[src/usb_dump_pkg.sv]
`default_nettype none

package usb_dump_pkg;

    localparam int buf_bit_addr_w  = 13;   // 8k single bits
    localparam int buf_byte_addr_w = 10;   // 1k bytes
    localparam int rom_addr_w      = 7;
    localparam int page_w          = 12;   // three hex digits

    typedef logic [7:0] byte_t;

    localparam byte_t ascii_cr    = 8'h0D;
    localparam byte_t ascii_space = 8'h20;

    localparam int boot_title_len = 16;
    localparam int user_title_len = 10;

    localparam logic [8*boot_title_len-1:0] boot_title = "BOOT LOADER DUMP";
    localparam logic [8*user_title_len-1:0] user_title = "USER PAGE ";   // page digits follow

    // text ROM map
    localparam logic [rom_addr_w-1:0] rom_hex_base  = 7'h00;   // "0".."9", "A".."F"
    localparam logic [rom_addr_w-1:0] rom_boot_base = 7'h10;
    localparam logic [rom_addr_w-1:0] rom_user_base = 7'h50;

    typedef enum logic [3:0] {
        idle,
        title_fetch,
        title_send,
        page_fetch,
        page_send,
        page_end,
        byte_fetch,
        hi_send,
        lo_send,
        space_send,
        line_end,
        final_end,
        wait_release
    } dump_state_t;

endpackage

`default_nettype wire

[src/text_rom.sv]
`default_nettype none

module text_rom (
    input  wire                                 MCLK,
    input  wire  [usb_dump_pkg::rom_addr_w-1:0] rom_addr,
    output usb_dump_pkg::byte_t                 rom_data
);

    localparam int aw = usb_dump_pkg::rom_addr_w;

    usb_dump_pkg::byte_t mem [2**aw];

    initial begin
        for (int i = 0; i < 2**aw; i++) begin
            mem[i[aw-1:0]] = 8'h00;   // unused locations read as NUL
        end

        for (int i = 0; i < 16; i++) begin
            if (i < 10) begin
                mem[usb_dump_pkg::rom_hex_base + i[aw-1:0]] = 8'h30 + i[7:0];   // '0'..'9'
            end else begin
                mem[usb_dump_pkg::rom_hex_base + i[aw-1:0]] = 8'h37 + i[7:0];   // 'A'..'F'
            end
        end

        // titles are packed strings, first character in the top byte
        for (int i = 0; i < usb_dump_pkg::boot_title_len; i++) begin
            mem[usb_dump_pkg::rom_boot_base + i[aw-1:0]] =
                usb_dump_pkg::boot_title[8*(usb_dump_pkg::boot_title_len-1-i) +: 8];
        end
        for (int i = 0; i < usb_dump_pkg::user_title_len; i++) begin
            mem[usb_dump_pkg::rom_user_base + i[aw-1:0]] =
                usb_dump_pkg::user_title[8*(usb_dump_pkg::user_title_len-1-i) +: 8];
        end
    end

    always_ff @(posedge MCLK) begin
        rom_data <= mem[rom_addr];   // one cycle read latency
    end

endmodule

`default_nettype wire

[config.mk]
export PLATFORM = sky130hd
export DESIGN_NAME = text_rom
export DESIGN_NICKNAME = d
export VERILOG_FILES = /design/src/usb_dump_pkg.sv /design/src/text_rom.sv
export SDC_FILE = /design/constraint.sdc
export NUM_CORES = 1
export LEC_CHECK = 0
export ABC_AREA = 1
export CAP_MARGIN = 20
export CORE_MARGIN = 4
export CORE_UTILIZATION = 25
export CTS_CLUSTER_DIAMETER = 100
export DETAILED_ROUTE_END_ITERATION = 10
export DONT_BUFFER_PORTS = 1
export PLACE_DENSITY = 0.46
export SETUP_SLACK_MARGIN = 0.5
export SLEW_MARGIN = 25
export SYNTH_ARGS = -nofsm -noshare
export SYNTH_HDL_FRONTEND = slang
export SYNTH_SLANG_ARGS = --single-unit
[constraint.sdc]
create_clock -name MCLK -period 1.67 [get_ports MCLK]
set_input_delay 0.334 -clock MCLK [delete_from_list [all_inputs] [get_ports MCLK]]
set_output_delay 0.334 -clock MCLK [all_outputs]
set_load 0.01 [all_outputs]
==> Word-level counts from Yosys, hierarchy flattened <==
Memories as Yosys holds them, arrays and structs flattened. A register that Yosys moved wholly into a read port is not among the register bits.
Index checks and enable logic that the tools add are counted.
{ "word_totals": {"register_bits": 8, "rom_bits": 896, "input_bits": 8, "out_inout_bits": 8, "word_cells": 2, "mem_count": 1} }
{ "memory_table": {"columns": ["name", "depth", "word_bits", "read_ports", "rd_ports_with_merged_regs", "write_ports", "line_no", "source"], "rows": [
  ["mem", 128, 7, 1, 1, 0, "text_rom.sv:11", "usb_dump_pkg::byte_t mem [2**aw];"]
]} }

==> Logic depth before layout (Yosys ltp) <==
{ "depth": {"ltp_word": 0, "ltp_mapped": 9, "ltp_nobuf": 9} }

==> Worst setup path after synthesis <==
No wires, ideal clock.
{ "synth_timing": {"path_kind": "input port to flip-flop", "from": "input port rom_addr[0] in the netlist's numbering", "to": "register rom_data[0], read port of mem", "setup_time_ps": 112, "t_arrival_ps": 1099, "required_time_ps": 1558, "setup_slack_ps": 459, "cell_stages": 8, "path_buffers": 0, "path_cell_list": "inv_1 > ha_1 > nor2_1 > o21ai_0 > nand2_1 > nand2_1 > nand2_1 > nand2_1"} }
{ "synth_rtl": {"columns": ["element", "line_no", "source"], "rows": [
  ["start: declaration", "text_rom.sv:5", "input wire [usb_dump_pkg::rom_addr_w-1:0] rom_addr,"],
  ["end: declaration", "text_rom.sv:6", "output usb_dump_pkg::byte_t rom_data"]
]} }

==> flow_summary_export.csv <==
group,metric,value,unit
clocking,path_clk_slew,60,ps
grt,grt_pass1_vias,642,
synthesis,syn_area,705.7,um^2
critical_path,critPathArrivalTime,1270,ps
grt,grt_overflow,0,
critical_path,slowest_delay,230,ps
critical_path,timing.critical_path.buf_inv,2,
clocking,cts_resized,0,
synthesis,synthCells,115,
layout,largest_register,"rom_data",
synthesis,synth_cell_types,23,
layout,top_regs,"rom_data x7",
critical_path,critPathSlowestCell,"ha_1",
sta,post-route-period-util,63.84,%
clocking,numCtsBuffers,3,
synthesis,yosys_warnings,0,
grt,grt_usage,10.33,%
synthesis,ys_top_cells_by_area,"nand2_1 (22%), dfxtp_1 (20%), ha_1 (12%), nor2_1 (4.8%), nand3_1 (4.3%)",
critical_path,path_common_cell,"nand2_1",
sta,setup_violations,0,
grt,grt_pass1_wl,2884,um
synthesis,yosysMostFrequentCell,"nand2_1",
clocking,cts_tree,"done",
clocking,clock-root-buffer,"clkbuf_4",
detailed_routing,vias_per_cell,4.682,
layout,area_growth,9.397,%
floorplan,dieArea,0.003737,mm^2
grt,antenna_found_initial,0,
critical_path,cp_cell_sequence,"clkinvlp_4 > buf_4 > ha_1 > o211ai_1 > nand2_1 > nand2_1 > nand2_1 > nand2_1",
floorplan,num_rows,19,
clocking,ctsHoldBuffers,0,
detailed_routing,first_pass_iters,4,
sta,rsz0062_at_grt,"false",
synthesis,ys_ff_latch,7,
clocking,numClockSinks,7,
floorplan,die_h,61.13,um
run,drv_cap,0,
sta,period_needed,1066,ps
floorplan,initial_core_util,25.81,%
detailed_routing,wl,1777,um
critical_path,critPathMaxFanout,6,
sta,slew_violations,0,
synthesis,syn_nets,130,
critical_path,cp.required,1880,ps
floorplan,io_pins,16,
sta,final_hold_viol_count,0,
clocking,clk_path_buf_depth,2,
critical_path,end_kind,"flop",
sta,max_clock_freq,937.9,MHz
pwr,cellLeakagePower,0.0003683,uW
layout,nets,133,
critical_path,start_kind,"input pin",
synthesis,async_reset_ff_share,0,%
detailed_routing,wire_per_inst,12.01,um
run_status,status,"finished clean",
layout,instances_no_fill,148,
synthesis,yosys-top-cells-count,"nand2_1 (42), nor2_1 (9), dfxtp_1 (7), ha_1 (7), inv_1 (7)",
synthesis,ys.flop_type,"dfxtp_1",
placed_design,dp_cells,141,
pwr,totalPowerFinal,468.3,uW
sta,tns,0,ps
synthesis,yosysTopAreaCell,"nand2_1",
detailed_routing,drt-initial-drc-count,24,
synthesis,synth_enable_flop_cells,0,
synthesis,synth-seq-area-share,19.86,%
synthesis,synth_top_area_share,22.34,%
detailed_routing,detail-route-antenna-nets,0,
detailed_routing,drcViolationCount,0,
grt,grt_max_degree,15,
floorplan,coreArea,0.002734,mm^2
critical_path,critPathKind,"in2reg",
synthesis,syn-mean-instance-area,6.136,um^2
placed_design,place_congestion,0.8209,
pwr,pwr_density_cell,606.7,mW/mm^2
pwr,ir_drop,0.3223,mV
detailed_routing,vias,693,
hold_path,holdCritPathClass,"in2reg",
critical_path,critPathTopFamily,"buffers and inverters",
placed_design,portBuffers,0,
layout,drive_above_1_share,17.09,%
clocking,cts_max_level,1,
layout,diodes,0,
floorplan,die_x,61.13,um
layout,largest_register_ffs,7,
placed_design,hpwl,1350,um
## logic make-up (layout without fill, tap and decap cells)
group	Yosys count	after routing	share of synthesized area, %
and+or+nand+nor	63	63	36.53
other	1	1	0.5314
DFF	7	7	19.86
buffers and inverters	16	18	12.41
adders and majority gates	7	7	12.41
AOI/OAI and AO/OA	21	21	18.26
## per-layer routing
metal,global-route usage [%],up-vias,part of all wire (%)
met2,14.95,19,43
met5,0,-,0
li1,-,369,-
met1,14.84,301,48
met4,3.715,0,1.2
met3,2.306,4,8.3
## power by group
part | internal, uW | switching [uW] | leakage, uW
Clock | 91.5 | 67.9 | 0.0000150
Combinational | 48.6 | 70.2 | 0.000296
Sequential | 180 | 10.5 | 0.0000578
## cell type report
class                   count  area, um^2
clock buffers               4       26.28
repair buffers              4       30.03
flip-flops and latches      7       140.1
inverters                  10       43.79
fillers                   312        1962
multi-input cells          92       493.0
well taps                  31       38.79
## path summary, 6_finish.rpt
| check | from | endpoint | slack, ps | cells past startpoint |
|---|---|---|---|---|
| hold / removal | rom_addr[4] | rom_data[0] | 230 | 3 |
| setup / recovery | rom_addr[0] | rom_data[2] | 600 | 8 |
## stage by stage
step	setup WS (ps)	area, um^2	util (%)	hold slack [ps]
5_1_grt	483.7	772.0	28.24	234.8
4_1_cts	611.9	749.5	27.41	227.1
2_1_floorplan	472.8	724.4	-	574.3
6_report	603.8	772.0	28.24	230.1
3_5_place_dp	346.1	723.2	26.45	491.5
3_3_place_gp	340.0	723.2	26.45	494.7
## placed cells by master, fill, tap and decap left out, drive strengths merged
cell and count:
o21ai 9, nand4 1, nor3 1, inv 9
buf 4, nand2 43, dfxtp 7, nor2 12
clkbuf 4, clkinvlp 1, nand3 6, o211ai 4
conb 1, a21oi 7, a21boi 1, ha 7
## timing repair
action                                  4_1_cts  5_1_grt
endpoints found under the setup margin        0        1
setup buffers                                 0        3
endpoints found under the hold margin         0        0
Power figures use the tool's default switching activity.
