===== config.mk =====
export PLATFORM = sky130hd
export DESIGN_NAME = fifo_writer
export DESIGN_NICKNAME = d
export VERILOG_FILES = /design/src/usb_dump_pkg.sv /design/src/fifo_writer.sv
export SDC_FILE = /design/constraint.sdc
export NUM_CORES = 1
export LEC_CHECK = 0
export BUFFER_PORTS_ARGS = -buffer_cell sky130_fd_sc_hd__buf_2
export CELL_PAD_IN_SITES_DETAIL_PLACEMENT = 1
export CELL_PAD_IN_SITES_GLOBAL_PLACEMENT = 2
export CORE_MARGIN = 3
export CORE_UTILIZATION = 28
export CTS_BUF_LIST = sky130_fd_sc_hd__clkbuf_16
export DETAILED_ROUTE_END_ITERATION = 7
export PLACE_DENSITY = 0.8
export SYNTH_ARGS = -nofsm -noshare
export SYNTH_HDL_FRONTEND = slang
export SYNTH_SLANG_ARGS = --single-unit

===== constraint.sdc =====
create_clock -name MCLK -period 2.5 [get_ports MCLK]
set_input_delay 0.125 -clock MCLK [delete_from_list [all_inputs] [get_ports MCLK]]
set_output_delay 0.125 -clock MCLK [all_outputs]
set_load 0.1 [all_outputs]

===== src/usb_dump_pkg.sv =====
`default_nettype none

package usb_dump_pkg;

    localparam int buf_bit_addr_w  = 13;   // 8k single bits
    localparam int buf_byte_addr_w = 10;   // 1k bytes
    localparam int rom_addr_w      = 7;
    localparam int page_w          = 12;   // three hex digits

    typedef logic [7:0] byte_t;

    localparam byte_t ascii_cr    = 8'h0D;
    localparam byte_t ascii_space = 8'h20;

    localparam int boot_title_len = 16;
    localparam int user_title_len = 10;

    localparam logic [8*boot_title_len-1:0] boot_title = "BOOT LOADER DUMP";
    localparam logic [8*user_title_len-1:0] user_title = "USER PAGE ";   // page digits follow

    // text ROM map
    localparam logic [rom_addr_w-1:0] rom_hex_base  = 7'h00;   // "0".."9", "A".."F"
    localparam logic [rom_addr_w-1:0] rom_boot_base = 7'h10;
    localparam logic [rom_addr_w-1:0] rom_user_base = 7'h50;

    typedef enum logic [3:0] {
        idle,
        title_fetch,
        title_send,
        page_fetch,
        page_send,
        page_end,
        byte_fetch,
        hi_send,
        lo_send,
        space_send,
        line_end,
        final_end,
        wait_release
    } dump_state_t;

endpackage

`default_nettype wire


===== src/fifo_writer.sv =====
`default_nettype none

module fifo_writer (
    input  wire                  MCLK,
    input  wire                  reset,
    input  wire                  char_valid,
    input  wire  usb_dump_pkg::byte_t char_data,
    output logic                 char_ready,
    input  wire                  txe_n,
    output usb_dump_pkg::byte_t  fifo_data,
    output logic                 wr_n
);

    typedef enum logic [1:0] {
        wr_empty,
        wr_wait_txe,
        wr_strobe
    } wr_state_t;

    wr_state_t state;
    logic      strobe_hold;   // set in the second strobe cycle

    assign char_ready = (state == wr_empty);

    always_ff @(posedge MCLK) begin
        if (reset) begin
            state       <= wr_empty;
            wr_n        <= 1'b1;
            fifo_data   <= '0;
            strobe_hold <= 1'b0;
        end else begin
            case (state)
                wr_empty: begin
                    if (char_valid) begin
                        fifo_data <= char_data;   // held until the strobe ends
                        state     <= wr_wait_txe;
                    end
                end
                wr_wait_txe: begin
                    if (!txe_n) begin
                        wr_n        <= 1'b0;
                        strobe_hold <= 1'b0;
                        state       <= wr_strobe;
                    end
                end
                wr_strobe: begin
                    if (!strobe_hold) begin
                        strobe_hold <= 1'b1;
                    end else begin
                        wr_n  <= 1'b1;   // byte is taken on this rising edge
                        state <= wr_empty;
                    end
                end
                default: state <= wr_empty;
            endcase
        end
    end

endmodule

`default_nettype wire


Word level (Yosys, flattened, before mapping):

Index checks and enable logic that the tools add are counted.

* output and inout bits: 10
* input bits: 12
* logic and storage cells: 23
* flip-flop bits (word level): 12

* equal/unequal tests: 5
* reductions and logical operators: 6
* multiplexer cells: 8

Operator list (number)
* $mux W2: 3
* $ne A2 B2 Y1 const B: 3
* $pmux W2 S3: 1
* $reduce_and A3 Y1: 2
* $pmux W1 S2: 2
* $reduce_and A2 Y1: 2
* $eq A2 B1 Y1 const B: 1
* $eq A2 B2 Y1 const B: 1
* $logic_not A2 Y1: 1
* $mux W1: 2
* $reduce_bool A2 Y1: 1

Longest topological paths before layout:

* depth after elaboration: 3
* gate-level depth with buffers: 4
* depth with buffers taken out: 2

Worst setup path before layout:

Ideal clock, no wire load.

* kind: flip-flop to output port
* start: register state[0]
* end: output char_ready
* setup slack: 0.693 ns
* arrival time: 1.682 ns
* buffers on the path: 1
* stages on the path, launching flop included: 3
* required time: 2.375 ns
* cells stage by stage: dfxtp_1 -> buf_4 -> nor2_1

* cells in the longest elaborated chain, start to end: 1

RTL lines
* from (decl): RTL line fifo_writer.sv:20 `wr_state_t state;`
* from (signal assigned): RTL line fifo_writer.sv:27 `state <= wr_empty;`
* from (signal assigned): RTL line fifo_writer.sv:36 `state <= wr_wait_txe;`
* from (signal assigned): RTL line fifo_writer.sv:43 `state <= wr_strobe;`
* $logic_not A2 Y1: RTL line fifo_writer.sv:23 `assign char_ready = (state == wr_empty);`
* to (decl): RTL line fifo_writer.sv:8 `output logic char_ready,`

No other way between the ends.

Worst setup path after layout:

* start: register state[1]
* end: register fifo_data[2]

* cells in the longest elaborated chain, start to end: 2

RTL lines
* $logic_not A2 Y1: RTL line fifo_writer.sv:32 `case (state)`
* $reduce_and A2 Y1 (no line)
* to (signal assigned): RTL line fifo_writer.sv:35 `fifo_data <= char_data;`
* to (decl): RTL line fifo_writer.sv:10 `output usb_dump_pkg::byte_t fifo_data,`

No other way between the ends.
A chain may end at the register's enable or synchronous reset.

==> impl_metrics.ini <==
[clock_network]
cts_max_level = 1
cts_tree = yes
postCtsHoldBufs = 0
cts_sinks = 12
postCtsSetupRepairBufs = 0
cts_buffers = 3
cts_resized = 0
cts_buffer_depth = 2
path_clk_slew_ns = 0.04
clock_latency_ns = 0.24
cts_root_buf = clkbuf_16

[power_and_ir_drop]
p_leak_nw = 0.3481
power_density_nw_per_um2 = 881.3
ir_drop_v = 0.0003914

[logic_synthesis]
ys_types = 16
synthCells = 55
syn_nets = 67
synth.avg_cell_area_sq_um = 9.964
synth-seq-area-share_pct = 43.84
syn_area_sq_um = 548.0
synth_warnings = 0
ys_ff_latch = 12

[global_routing]
grt_pass1_vias = 387
grt_max_degree = 21
grt_first_pass_wirelength_mm = 1.911
track_usage_pct = 10.45
antenna_found_initial = 0
grt-ovfl-total = 0

[critical_path]
crit_arrival_ns = 1.61
worst_setup_path_start_kind = flop
critPathCaptureType = flop
cpPeakStageDelay_ns = 0.72
critPathSlowestCell = nor3b_2
reg2reg_slack_ns = 1.05
critPathMaxFanout = 8
reg2reg_depth = 2
worstReg2RegStart = state[1]
crit_type = reg -> reg
cp_data_required_time_ns = 2.66
r2r_end = fifo_data[2]
crit_path_cell_trace = nor3b_2 -> mux2i_1

[drt]
routed_wl_mm = 1.130
wl_per_cell_um = 11.30
dr.pass1.iters = 3
drt_iter0_markers = 5
via_count = 433
drc = 0
viasPerCell = 4.330
postRouteAntennaNets = 0

[layout]
fill_cells = 211
regArea_sq_um = 240.2
nets = 89
multi_input_area_sq_um = 277.8
area_growth_pct = 34.47
antenna_cells = 0
drive_gt1_share_pct = 34.67

[timing]
clock.fmax_mhz = 689.7
finalMaxSlewViolations = 0
skew_ns = 0.001717
slew-limit-headroom_pct = 44.37
setup_slack_ns = 1.050
worstMarginPinSlew_ns = 0.8308
setup_viol = 0
fin_tns_setup_ns = 0
period_minus_slack_ns = 1.450
finalHoldViolCount = 0
rsz0062_at_grt = false
finalCritPeriodShare_pct = 57.99

[flow_run]
maxCapViolations = 0

[run_status]
status = finished clean

[hold_path]
hold_class = in -> reg
min_to = fifo_data[5]
hold_depth = 3
hold_start = char_data[5]

[die]
initial_core_util_pct = 30.74
dieWidth_um = 50.24
io_pins = 22
dieArea_sq_um = 2524
rows = 15
die_height_um = 50.24
core_sq_um = 1783

[placed_design]
portBuffers = 21
globalplace.congestion = 0.6839
place_ws_ns = 1.035
dpl.hpwl_um = 849.1
## cell families after synthesis
group	share of synthesized area [%]
mux	16.44
buf+inv	5.480
compound gates	5.936
simple gates	28.31
flops	43.84
## critical path: cells and delay by family (launching register included)
kind	cells	cell delay, ns
DFF	1	0.37
and+or+nand+nor	1	0.72
muxes	1	0.27
## through the flow
step	std cells	instance area, sq um	util [%]	power [mW]	hold slack, ns
after floorplan	55	548.0	-	0.3473	0.2803
after global placement	97	661.9	37.12	0.3698	0.3893
after detailed placement	97	661.9	37.12	0.3723	0.3961
after CTS	100	737.0	41.33	0.6581	0.1491
after global routing	100	737.0	41.33	0.6757	0.1590
final	100	737.0	41.33	0.6494	0.1461
## power by group
part	leakage, nW	switching, mW	internal (mW)
Clock	0.0370	0.0742	0.207
Combinational	0.213	0.116	0.0351
Sequential	0.0986	0.0109	0.206
Total	0.348	0.201	0.449
## routing by layer
layer | vias to the layer above | GRT usage, % | routed length (um)
met1 | 198 | 11.96 | 467
met2 | 10 | 16.30 | 603
li1 | 223 | - | -
met4 | 0 | 6.912 | 16
met3 | 2 | 3.561 | 42
met5 | - | 0 | 0
## cell type report
| cell class | count | area share (%) |
|---|---|---|
| multi-input cells | 37 | 37.69 |
| clock buffers | 3 | 10.19 |
| well taps | 25 | 4.244 |
| repair buffers | 21 | 14.26 |
| inverters | 2 | 1.019 |
| flip-flops and latches | 12 | 32.60 |
## state kept, by name, indices dropped and copies added (netlist names)
signal and cells:
fifo_data 8, state 2, strobe_hold 1, wr_n 1
## how the worst max path moves through the flow
stage | slack, ns | to | from
2_1_floorplan | 0.69 | char_ready | state[0]
3_3_place_gp | 1.10 | fifo_data[6] | state[1]
3_5_place_dp | 1.04 | fifo_data[2] | state[1]
4_1_cts | 0.99 | fifo_data[2] | state[1]
5_1_grt | 0.86 | fifo_data[1] | state[1]
6_report | 1.05 | fifo_data[2] | state[1]
## cell usage after synthesis
master | instances | area [sq um]
a21oi_1 | 1 | 5.000
nor3b_2 | 1 | 12.51
mux2i_1 | 9 | 90.09
clkbuf_1 | 2 | 7.510
nor2b_1 | 2 | 12.51
nor2_1 | 1 | 3.750
dfxtp_1 | 12 | 240.2
o221ai_1 | 1 | 8.760
nor3_1 | 1 | 5.000
a21oi_2 | 1 | 8.760
o211a_1 | 1 | 10.01
inv_1 | 2 | 7.510
nand2b_1 | 16 | 100.1
buf_4 | 2 | 15.01
nand2_1 | 1 | 3.750
or3b_1 | 2 | 17.52
## layout by cell type (no fill, tap or decap), drive strengths merged
cell type and count:
buf 21, nand2b 16, dfxtp 12, mux2i 9, clkbuf 3, inv 2
nor2b 2, or3b 2, a21oi 2, nor2 1, nor3 1, nor3b 1
nand2 1, o221ai 1, o211a 1
(Power assumes the default switching activity.)
