## src/usb_dump_pkg.sv

```systemverilog
`default_nettype none

package usb_dump_pkg;

    localparam int buf_bit_addr_w  = 13;   // 8k single bits
    localparam int buf_byte_addr_w = 10;   // 1k bytes
    localparam int rom_addr_w      = 7;
    localparam int page_w          = 12;   // three hex digits

    typedef logic [7:0] byte_t;

    localparam byte_t ascii_cr    = 8'h0D;
    localparam byte_t ascii_space = 8'h20;

    localparam int boot_title_len = 16;
    localparam int user_title_len = 10;

    localparam logic [8*boot_title_len-1:0] boot_title = "BOOT LOADER DUMP";
    localparam logic [8*user_title_len-1:0] user_title = "USER PAGE ";   // page digits follow

    // text ROM map
    localparam logic [rom_addr_w-1:0] rom_hex_base  = 7'h00;   // "0".."9", "A".."F"
    localparam logic [rom_addr_w-1:0] rom_boot_base = 7'h10;
    localparam logic [rom_addr_w-1:0] rom_user_base = 7'h50;

    typedef enum logic [3:0] {
        idle,
        title_fetch,
        title_send,
        page_fetch,
        page_send,
        page_end,
        byte_fetch,
        hi_send,
        lo_send,
        space_send,
        line_end,
        final_end,
        wait_release
    } dump_state_t;

endpackage

`default_nettype wire

```

## src/dump_sequencer.sv

```systemverilog
`default_nettype none

module dump_sequencer #(
    parameter int BOOT_LINES     = 30,
    parameter int USER_LINES     = 8,
    parameter int BYTES_PER_LINE = 16
) (
    input  wire                                      MCLK,
    input  wire                                      reset,
    input  wire                                      fifo_en,
    input  wire                                      send_boot,
    input  wire                                      send_user,
    input  wire  [usb_dump_pkg::page_w-1:0]          page,
    output logic [usb_dump_pkg::rom_addr_w-1:0]      rom_addr,
    output logic [usb_dump_pkg::buf_byte_addr_w-1:0] rd_addr,
    input  wire  usb_dump_pkg::byte_t                rom_data,
    input  wire  usb_dump_pkg::byte_t                rd_data,
    output logic                                     char_valid,
    output usb_dump_pkg::byte_t                      char_data,
    input  wire                                      char_ready,
    output logic                                     busy
);

    usb_dump_pkg::dump_state_t state;

    logic                            mode_user;    // latched at the start of a dump
    logic [usb_dump_pkg::page_w-1:0] page_q;       // top nibble is the next digit
    logic [7:0]                      byte_cnt;     // also counts title chars and page digits
    logic [7:0]                      line_cnt;
    logic [1:0]                      fetch_cnt;    // buffer then ROM read latency
    logic [7:0]                      title_last;
    logic [7:0]                      line_last;
    logic [7:0]                      byte_last;
    logic                            is_send;
    logic                            xfer;
    usb_dump_pkg::byte_t             send_char;

    always_comb begin
        title_last = mode_user ? 8'(usb_dump_pkg::user_title_len - 1)
                               : 8'(usb_dump_pkg::boot_title_len - 1);
        line_last  = mode_user ? 8'(USER_LINES - 1) : 8'(BOOT_LINES - 1);
        byte_last  = 8'(BYTES_PER_LINE - 1);
        xfer       = char_valid && char_ready;
        busy       = (state != usb_dump_pkg::idle);

        is_send   = 1'b1;
        send_char = rom_data;   // title chars and hex digits come from the ROM
        case (state)
            usb_dump_pkg::page_end,
            usb_dump_pkg::line_end,
            usb_dump_pkg::final_end:  send_char = usb_dump_pkg::ascii_cr;
            usb_dump_pkg::space_send: send_char = usb_dump_pkg::ascii_space;
            usb_dump_pkg::title_send,
            usb_dump_pkg::page_send,
            usb_dump_pkg::hi_send,
            usb_dump_pkg::lo_send:    ;
            default:                  is_send = 1'b0;
        endcase
    end

    always_ff @(posedge MCLK) begin
        if (reset) begin
            state      <= usb_dump_pkg::idle;
            char_valid <= 1'b0;
            mode_user  <= 1'b0;
            byte_cnt   <= '0;
            line_cnt   <= '0;
            fetch_cnt  <= '0;
        end else begin
            // first cycle of a send state offers the char, it stays until taken
            if (is_send && !char_valid) begin
                char_valid <= 1'b1;
                char_data  <= send_char;
            end else if (xfer) begin
                char_valid <= 1'b0;
            end

            case (state)
                usb_dump_pkg::idle: begin
                    if (fifo_en && (send_boot || send_user)) begin
                        mode_user <= !send_boot;   // boot wins
                        page_q    <= page;
                        rom_addr  <= send_boot ? usb_dump_pkg::rom_boot_base
                                               : usb_dump_pkg::rom_user_base;
                        byte_cnt  <= '0;
                        state     <= usb_dump_pkg::title_fetch;
                    end
                end
                usb_dump_pkg::title_fetch: state <= usb_dump_pkg::title_send;
                usb_dump_pkg::title_send: begin
                    if (xfer) begin
                        byte_cnt <= byte_cnt + 8'd1;
                        rom_addr <= rom_addr + 7'd1;
                        state    <= usb_dump_pkg::title_fetch;
                        if (byte_cnt == title_last) begin
                            byte_cnt <= '0;
                            if (mode_user) begin
                                rom_addr <= usb_dump_pkg::rom_hex_base
                                            + {3'b000, page_q[usb_dump_pkg::page_w-1 -: 4]};
                                page_q   <= page_q << 4;
                                state    <= usb_dump_pkg::page_fetch;
                            end else begin
                                rd_addr   <= '0;
                                line_cnt  <= '0;
                                fetch_cnt <= '0;
                                state     <= usb_dump_pkg::byte_fetch;
                            end
                        end
                    end
                end
                usb_dump_pkg::page_fetch: state <= usb_dump_pkg::page_send;
                usb_dump_pkg::page_send: begin
                    if (xfer) begin
                        if (byte_cnt == 8'd2) begin   // msd first, three digits
                            state <= usb_dump_pkg::page_end;
                        end else begin
                            byte_cnt <= byte_cnt + 8'd1;
                            rom_addr <= usb_dump_pkg::rom_hex_base
                                        + {3'b000, page_q[usb_dump_pkg::page_w-1 -: 4]};
                            page_q   <= page_q << 4;
                            state    <= usb_dump_pkg::page_fetch;
                        end
                    end
                end
                usb_dump_pkg::page_end: begin
                    if (xfer) begin
                        byte_cnt  <= '0;
                        rd_addr   <= '0;
                        line_cnt  <= '0;
                        fetch_cnt <= '0;
                        state     <= usb_dump_pkg::byte_fetch;
                    end
                end
                usb_dump_pkg::byte_fetch: begin
                    fetch_cnt <= fetch_cnt + 2'd1;
                    if (fetch_cnt == 2'd1) begin   // rd_data valid here
                        rom_addr <= usb_dump_pkg::rom_hex_base + {3'b000, rd_data[7:4]};
                    end
                    if (fetch_cnt == 2'd2) begin
                        state <= usb_dump_pkg::hi_send;
                    end
                end
                usb_dump_pkg::hi_send: begin
                    // low digit lookup runs while the high digit waits for the writer
                    if (!char_valid) begin
                        rom_addr <= usb_dump_pkg::rom_hex_base + {3'b000, rd_data[3:0]};
                    end else if (xfer) begin
                        state <= usb_dump_pkg::lo_send;
                    end
                end
                usb_dump_pkg::lo_send: begin
                    if (xfer) state <= usb_dump_pkg::space_send;
                end
                usb_dump_pkg::space_send: begin
                    if (xfer) begin
                        rd_addr   <= rd_addr + 10'd1;   // runs on across lines
                        fetch_cnt <= '0;
                        if (byte_cnt == byte_last) begin
                            state <= usb_dump_pkg::line_end;
                        end else begin
                            byte_cnt <= byte_cnt + 8'd1;
                            state    <= usb_dump_pkg::byte_fetch;
                        end
                    end
                end
                usb_dump_pkg::line_end: begin
                    if (xfer) begin
                        byte_cnt <= '0;
                        if (line_cnt == line_last) begin
                            state <= usb_dump_pkg::final_end;
                        end else begin
                            line_cnt  <= line_cnt + 8'd1;
                            fetch_cnt <= '0;
                            state     <= usb_dump_pkg::byte_fetch;
                        end
                    end
                end
                usb_dump_pkg::final_end: begin
                    if (xfer) state <= usb_dump_pkg::wait_release;
                end
                usb_dump_pkg::wait_release: begin
                    if (!send_boot && !send_user) state <= usb_dump_pkg::idle;
                end
                default: state <= usb_dump_pkg::idle;
            endcase
        end
    end

endmodule

`default_nettype wire

```

## config.mk

```make
export PLATFORM = sky130hd
export DESIGN_NAME = dump_sequencer
export DESIGN_NICKNAME = d
export VERILOG_FILES = /design/src/usb_dump_pkg.sv /design/src/dump_sequencer.sv
export SDC_FILE = /design/constraint.sdc
export NUM_CORES = 1
export LEC_CHECK = 0
export ABC_CLOCK_PERIOD_IN_PS = 4500
export BUFFER_PORTS_ARGS = -buffer_cell sky130_fd_sc_hd__buf_2
export CAP_MARGIN = 30
export CORE_MARGIN = 4
export CORE_UTILIZATION = 30
export CTS_BUF_LIST = sky130_fd_sc_hd__clkbuf_16
export CTS_CLUSTER_SIZE = 30
export DETAILED_ROUTE_END_ITERATION = 6
export PLACE_DENSITY = 0.58
export SYNTH_ARGS = -nofsm -noshare
export SYNTH_HDL_FRONTEND = slang
export SYNTH_SLANG_ARGS = --single-unit
```

## constraint.sdc

```tcl
create_clock -name MCLK -period 4.5 [get_ports MCLK]
set_input_delay 0 -clock MCLK [delete_from_list [all_inputs] [get_ports MCLK]]
set_output_delay 0 -clock MCLK [all_outputs]
set_load 0.01 [all_outputs]
```

# [Word-level counts from Yosys, hierarchy flattened]
# Cells that the tools add are included.
[op_classes] addsub=5 n_eq_ne=40 muxes=69 n_bitwise=1 n_reduce_logical=30
[op_table] cell="$mux 8" n=13
[op_table] cell="$mux 12" n=6
[op_table] cell="$mux 7" n=9
[op_table] cell="$mux 4" n=14
[op_table] cell="$pmux 4 s13" n=1
[op_table] cell="$mux 10" n=5
[op_table] cell="$ne 2x2->1 const B" n=20
[op_table] cell="$pmux 8 s5" n=1
[op_table] cell="$pmux 12 s3" n=1
[op_table] cell="$pmux 7 s5" n=1
[op_table] cell="$pmux 10 s3" n=1
[op_table] cell="$pmux 8 s3" n=1
[op_table] cell="$reduce_and 8->1" n=3
[op_table] cell="$reduce_and 7->1" n=3
[op_table] cell="$eq 4x4->1 const B" n=5
[op_table] cell="$add 8x1->8 const B" n=2
[op_table] cell="$eq 4x3->1 const B" n=4
[op_table] cell="$pmux 8 s2" n=1
[op_table] cell="$mux 2" n=6
[op_table] cell="$mux 3" n=4
[op_table] cell="$reduce_and 12->1" n=1
[op_table] cell="$add 10x1->10 const B" n=1
[op_table] cell="$reduce_bool 5->1" n=2
[op_table] cell="$reduce_bool 3->1" n=3
[op_table] cell="other kinds (25)" n=37
[totals] reg_bits=61 input_bits=34 output_inout_bits=27 word_cells=155

# [Logic depth before layout (Yosys ltp)]
[depth] word_depth=5 mapped_depth=8 depth_no_buf=7

# [Worst setup path before layout]
# OpenSTA, ideal clock, no wires.
[synth_path] kind="reg2reg" start="reg state[2]" end="reg rd_addr[0] (netlist bit), enable pin" setup_ns=0.434 t_arrival_ns=2.915 required_time_ns=4.066 slack_ns=1.151 stages_incl_launch_ff=6 path_buffers=2 period_less_slack_ns=3.349 path_cell_list="dfxtp_1 -> buf_2 -> buf_4 -> nor3_1 -> nand2_1 -> a2111oi_0"
[synth_via] elab_chain_len=3 elab_cells_between_ends=10 cone_classes="eq/ne (8); reduce/logical (2)"
[synth_lines] element="start: declaration" line="dump_sequencer.sv:24" text="usb_dump_pkg::dump_state_t state;"
[synth_lines] element="start signal: assignment" line="dump_sequencer.sv:63" text="state <= usb_dump_pkg::idle;"
[synth_lines] element="start signal: assignment" line="dump_sequencer.sv:86" text="state <= usb_dump_pkg::title_fetch;"
[synth_lines] element="start signal: assignment" line="dump_sequencer.sv:89" text="usb_dump_pkg::title_fetch: state <= usb_dump_pkg::title_send;"
[synth_lines] element="$eq 4x2->1, or another cell as far along" line="dump_sequencer.sv:78" text="case (state)"
[synth_lines] element="$ne 2x2->1 (no source line) / $reduce_bool 3->1 (equally long branches)"
[synth_lines] element="$reduce_and 7->1 (no source line) (*)"
[synth_lines] element="end signal: assignment" line="dump_sequencer.sv:156" text="rd_addr <= rd_addr + 10'd1;"
[synth_lines] element="end: declaration" line="dump_sequencer.sv:15" text="output logic [usb_dump_pkg::buf_byte_addr_w-1:0] rd_addr,"
# Every way passes the cells marked *; elsewhere a longest branch is shown, timed or not.
# A chain may end at the register's enable or synchronous reset.

# [Final worst setup path]
[layout_path] start="reg state[3]" end="reg byte_cnt[1]"
[layout_via] elab_chain_len=4 elab_cells_between_ends=17 cone_classes="eq/ne (12); mux (1); reduce/logical (4)"
[layout_lines] element="$eq 4x4->1 / $eq 4x3->1 (equally long branches)" line="dump_sequencer.sv:78"
[layout_lines] element="$reduce_or 2->1 (no source line)"
[layout_lines] element="$reduce_bool 5->1 (no source line) / $ne 2x1->1 (equally long branches)"
[layout_lines] element="$reduce_and 8->1 (no source line)"
[layout_lines] element="end signal: assignment" line="dump_sequencer.sv:92" text="byte_cnt <= byte_cnt + 8'd1;"
[layout_lines] element="end signal: assignment" line="dump_sequencer.sv:117" text="byte_cnt <= byte_cnt + 8'd1;"
[layout_lines] element="end signal: assignment" line="dump_sequencer.sv:161" text="byte_cnt <= byte_cnt + 8'd1;"
[layout_lines] element="end: declaration" line="dump_sequencer.sv:28" text="logic [7:0] byte_cnt;"
# Parallel ways exist; a longest one is shown, timed or not.

==> results.json <==
{
  "ir_drop_v": 0.000226,
  "dpl.hpwl_um": 6350,
  "start_util_pct": 30.7,
  "timing.fmax_ghz": 0.366,
  "yosysMostFrequentCell": "nor2_1",
  "wl_per_cell_um": 14.6,
  "cp_max_fo": 30,
  "synth_area_mm2": 0.00350,
  "worst_ep_required_time_ns": 4.75,
  "avgSynthCellArea_um2": 9.81,
  "drtIter0Drc": 193,
  "clockRootBuffer": "clkbuf_16",
  "via_per_inst": 5.04,
  "synth_top_area_share_pct": 31.7,
  "globalRouteOverflowTotal": 0,
  "grt_first_pass_wirelength_um": 13700,
  "postRouteAntennaNets": 0,
  "worst_pin_slew_ns": 0.948,
  "routed_wl_um": 8540,
  "std_cell_rows": 39,
  "holdPathEnd": "char_valid",
  "hold_start": "char_ready",
  "setup_viol": 0,
  "synth_common_cells": "nor2_1, edfxtp_1, nand2_1, dfxtp_1",
  "gp_congestion": 0.904,
  "synth.distinct_cells": 59,
  "area_growth_pct": 25.2,
  "fillers": 1139,
  "hold_path.class": "in -> reg",
  "seqCellArea_mm2": 0.00159,
  "antenna_found_initial": 0,
  "diodes": 0,
  "stdcell_count": 583,
  "clockBufferDepth": 2,
  "grtUsageTotal_pct": 13.0,
  "rsz0062_at_grt": "false",
  "cts_hold_buf": 18,
  "drive_gt1_share_pct": 22.3,
  "arrival_ns": 2.98,
  "firstDrtPassIters": 4,
  "die_x_um": 116,
  "critPathLaunchType": "register",
  "ys_ff_latch": 61,
  "final.min_clock_period_ns": 2.73,
  "reg2reg_setup_slack_ns": 1.77,
  "clkSlewWorstSetupHoldPaths_ns": 0.05,
  "grt_max_degree": 31,
  "grt_pass1_vias": 2813,
  "drc": 0,
  "cp-end-kind": "register",
  "clock_skew_ns": 0.00510,
  "synthesis.yosys.warnings": 0,
  "rr_startpoint": "state[3]",
  "critPathKind": "reg -> reg",
  "slowest_stage": "dfxtp_1",
  "tns_ns": 0,
  "placedCellCount": 549,
  "synth_area_leaders": "edfxtp_1, dfxtp_1, nor2_1",
  "period_share_pct": 60.7,
  "p_leak_nw": 1.63,
  "ios": 61,
  "port_buffers": 60,
  "synth_edf_count": 37,
  "r2r_cells": 6,
  "cts_tree": "done",
  "finalHoldViolCount": 0,
  "clock_sinks": 61,
  "slew_headroom_pct": 36.7,
  "cts_inserted_buffers": 9,
  "cts_resized": 0,
  "cp_cell_sequence": "nor4bb_1 -> a21oi_1 -> o221ai_4 -> nor2_2 -> a41o_1 -> a211oi_2",
  "min_path_cells": 4,
  "p_per_area_mw_per_mm2": 485,
  "chipHeight_um": 116,
  "vias": 2941,
  "htreeDepth": 3,
  "async_flop_share_pct": 0,
  "netlist_instances": 357,
  "max_stage_delay_ns": 0.94,
  "reg2reg_to": "byte_cnt[1]",
  "synth_top_cell_by_area": "edfxtp_1",
  "clk_latency_ns": 0.32,
  "max_cap_violations": 0,
  "status": "complete, no violations",
  "seq_area_frac_synth_pct": 45.5,
  "core-area_mm2": 0.0114,
  "die_area_mm2": 0.0135,
  "nNetsFinal": 476,
  "multi_input_area_mm2": 0.00181,
  "slew_viol_final": 0,
  "ys.flop_type": "edfxtp_1",
  "cts_setup_buffers": 0,
  "syn_nets": 398
}
==> critical path, delay by kind of cell, from the launching register on <==
family	cells	cell delay (ns)
simple gates	2	0.71
compound gates	4	1.00
flops	1	0.94
==> cells by family (layout without fill, tap and decap cells) <==
logic type	count (synthesis)	after routing	synth area share, %
compound gates	64	64	13.8
xor+xnor	26	26	6.50
flops	61	61	45.5
fa+ha+maj	7	7	2.50
simple gates	160	160	24.0
buf+inv	23	106	2.89
mux	16	16	4.90
==> final cells by class <==
cell class              instances  area share (%)
multi-input cells             273            41.4
well taps                     143            4.08
clock buffers                   9            5.14
repair buffers                 82            11.6
flip-flops and latches         61            36.3
clock inverters                 7           0.771
inverters                       8           0.685
==> metrics by stage <==
stage	worst slack (ns)	utilization, %	power, mW	area (um^2)	hold slack (ns)
after floorplan	1.15	-	1.33	3500	0.0956
after global placement	1.83	34.5	1.51	3940	0.288
after detailed placement	1.80	34.5	1.53	3940	0.282
after CTS	1.79	38.4	2.14	4380	0.000454
after global routing	1.52	38.4	2.25	4380	0.0278
final	1.77	38.4	2.13	4380	0.00639
==> per-layer routing <==
metal	part of all wire, %	up-vias	GRT usage (%)	wire (um)
met5	0	-	0	0
li1	-	1474	-	-
met2	47	76	21.2	4000
met4	1.7	0	3.87	141
met1	45	1378	16.7	3850
met3	6.4	13	3.66	550
==> state kept, by name, indices dropped and copies added (netlist names) <==
signal	flops
state	4
page_q	12
char_data	8
byte_cnt	8
fetch_cnt	2
line_cnt	8
char_valid	1
rd_addr	10
rom_addr	7
mode_user	1
==> power by group <==
group / total [mW] / leakage, nW / switching, mW / internal (mW)
registers: 0.849 / 0.533 / 0.130 / 0.719
logic: 0.683 / 0.967 / 0.390 / 0.293
clock network: 0.594 / 0.131 / 0.231 / 0.362
total: 2.13 / 1.63 / 0.751 / 1.37
==> layout by cell type (no fill, tap or decap), types with 4 or more instances in the layout <==
| cell | netlist | routed |
|---|---|---|
| buf_2 | 6 | 61 |
| mux2i_1 | 7 | 7 |
| clkbuf_16 | 0 | 9 |
| nor3_1 | 16 | 16 |
| nand3_1 | 17 | 17 |
| ha_1 | 7 | 7 |
| edfxtp_1 | 37 | 37 |
| nor2b_1 | 5 | 5 |
| xor2_1 | 15 | 15 |
| nor3b_1 | 6 | 6 |
| dfxtp_1 | 24 | 24 |
| xnor2_1 | 11 | 11 |
| nor2_1 | 40 | 40 |
| a21oi_1 | 14 | 14 |
| dlygate4sd3_1 | 0 | 18 |
| and3_1 | 11 | 11 |
| and2_1 | 5 | 5 |
| nand2_1 | 31 | 31 |
| a221o_1 | 4 | 4 |
| nand4_1 | 4 | 4 |
| inv_1 | 8 | 9 |
| mux2_2 | 9 | 9 |
| o21ai_0 | 17 | 17 |
| nand2b_1 | 4 | 4 |
==> how the worst max path moves through the flow <==
| stage | start | slack (ns) | end | cells after the start |
|---|---|---|---|---|
| 6_report | state[3] | 1.77 | byte_cnt[1] | 6 |
| 5_1_grt | state[3] | 1.52 | byte_cnt[1] | 6 |
| 4_1_cts | state[3] | 1.79 | byte_cnt[1] | 6 |
| 3_5_place_dp | state[3] | 1.80 | byte_cnt[1] | 6 |
| 3_3_place_gp | state[0] | 1.83 | char_data[1] | 4 |
| 2_1_floorplan | state[2] | 1.15 | rd_addr[0] | 5 |
(Power assumes the default switching activity.)
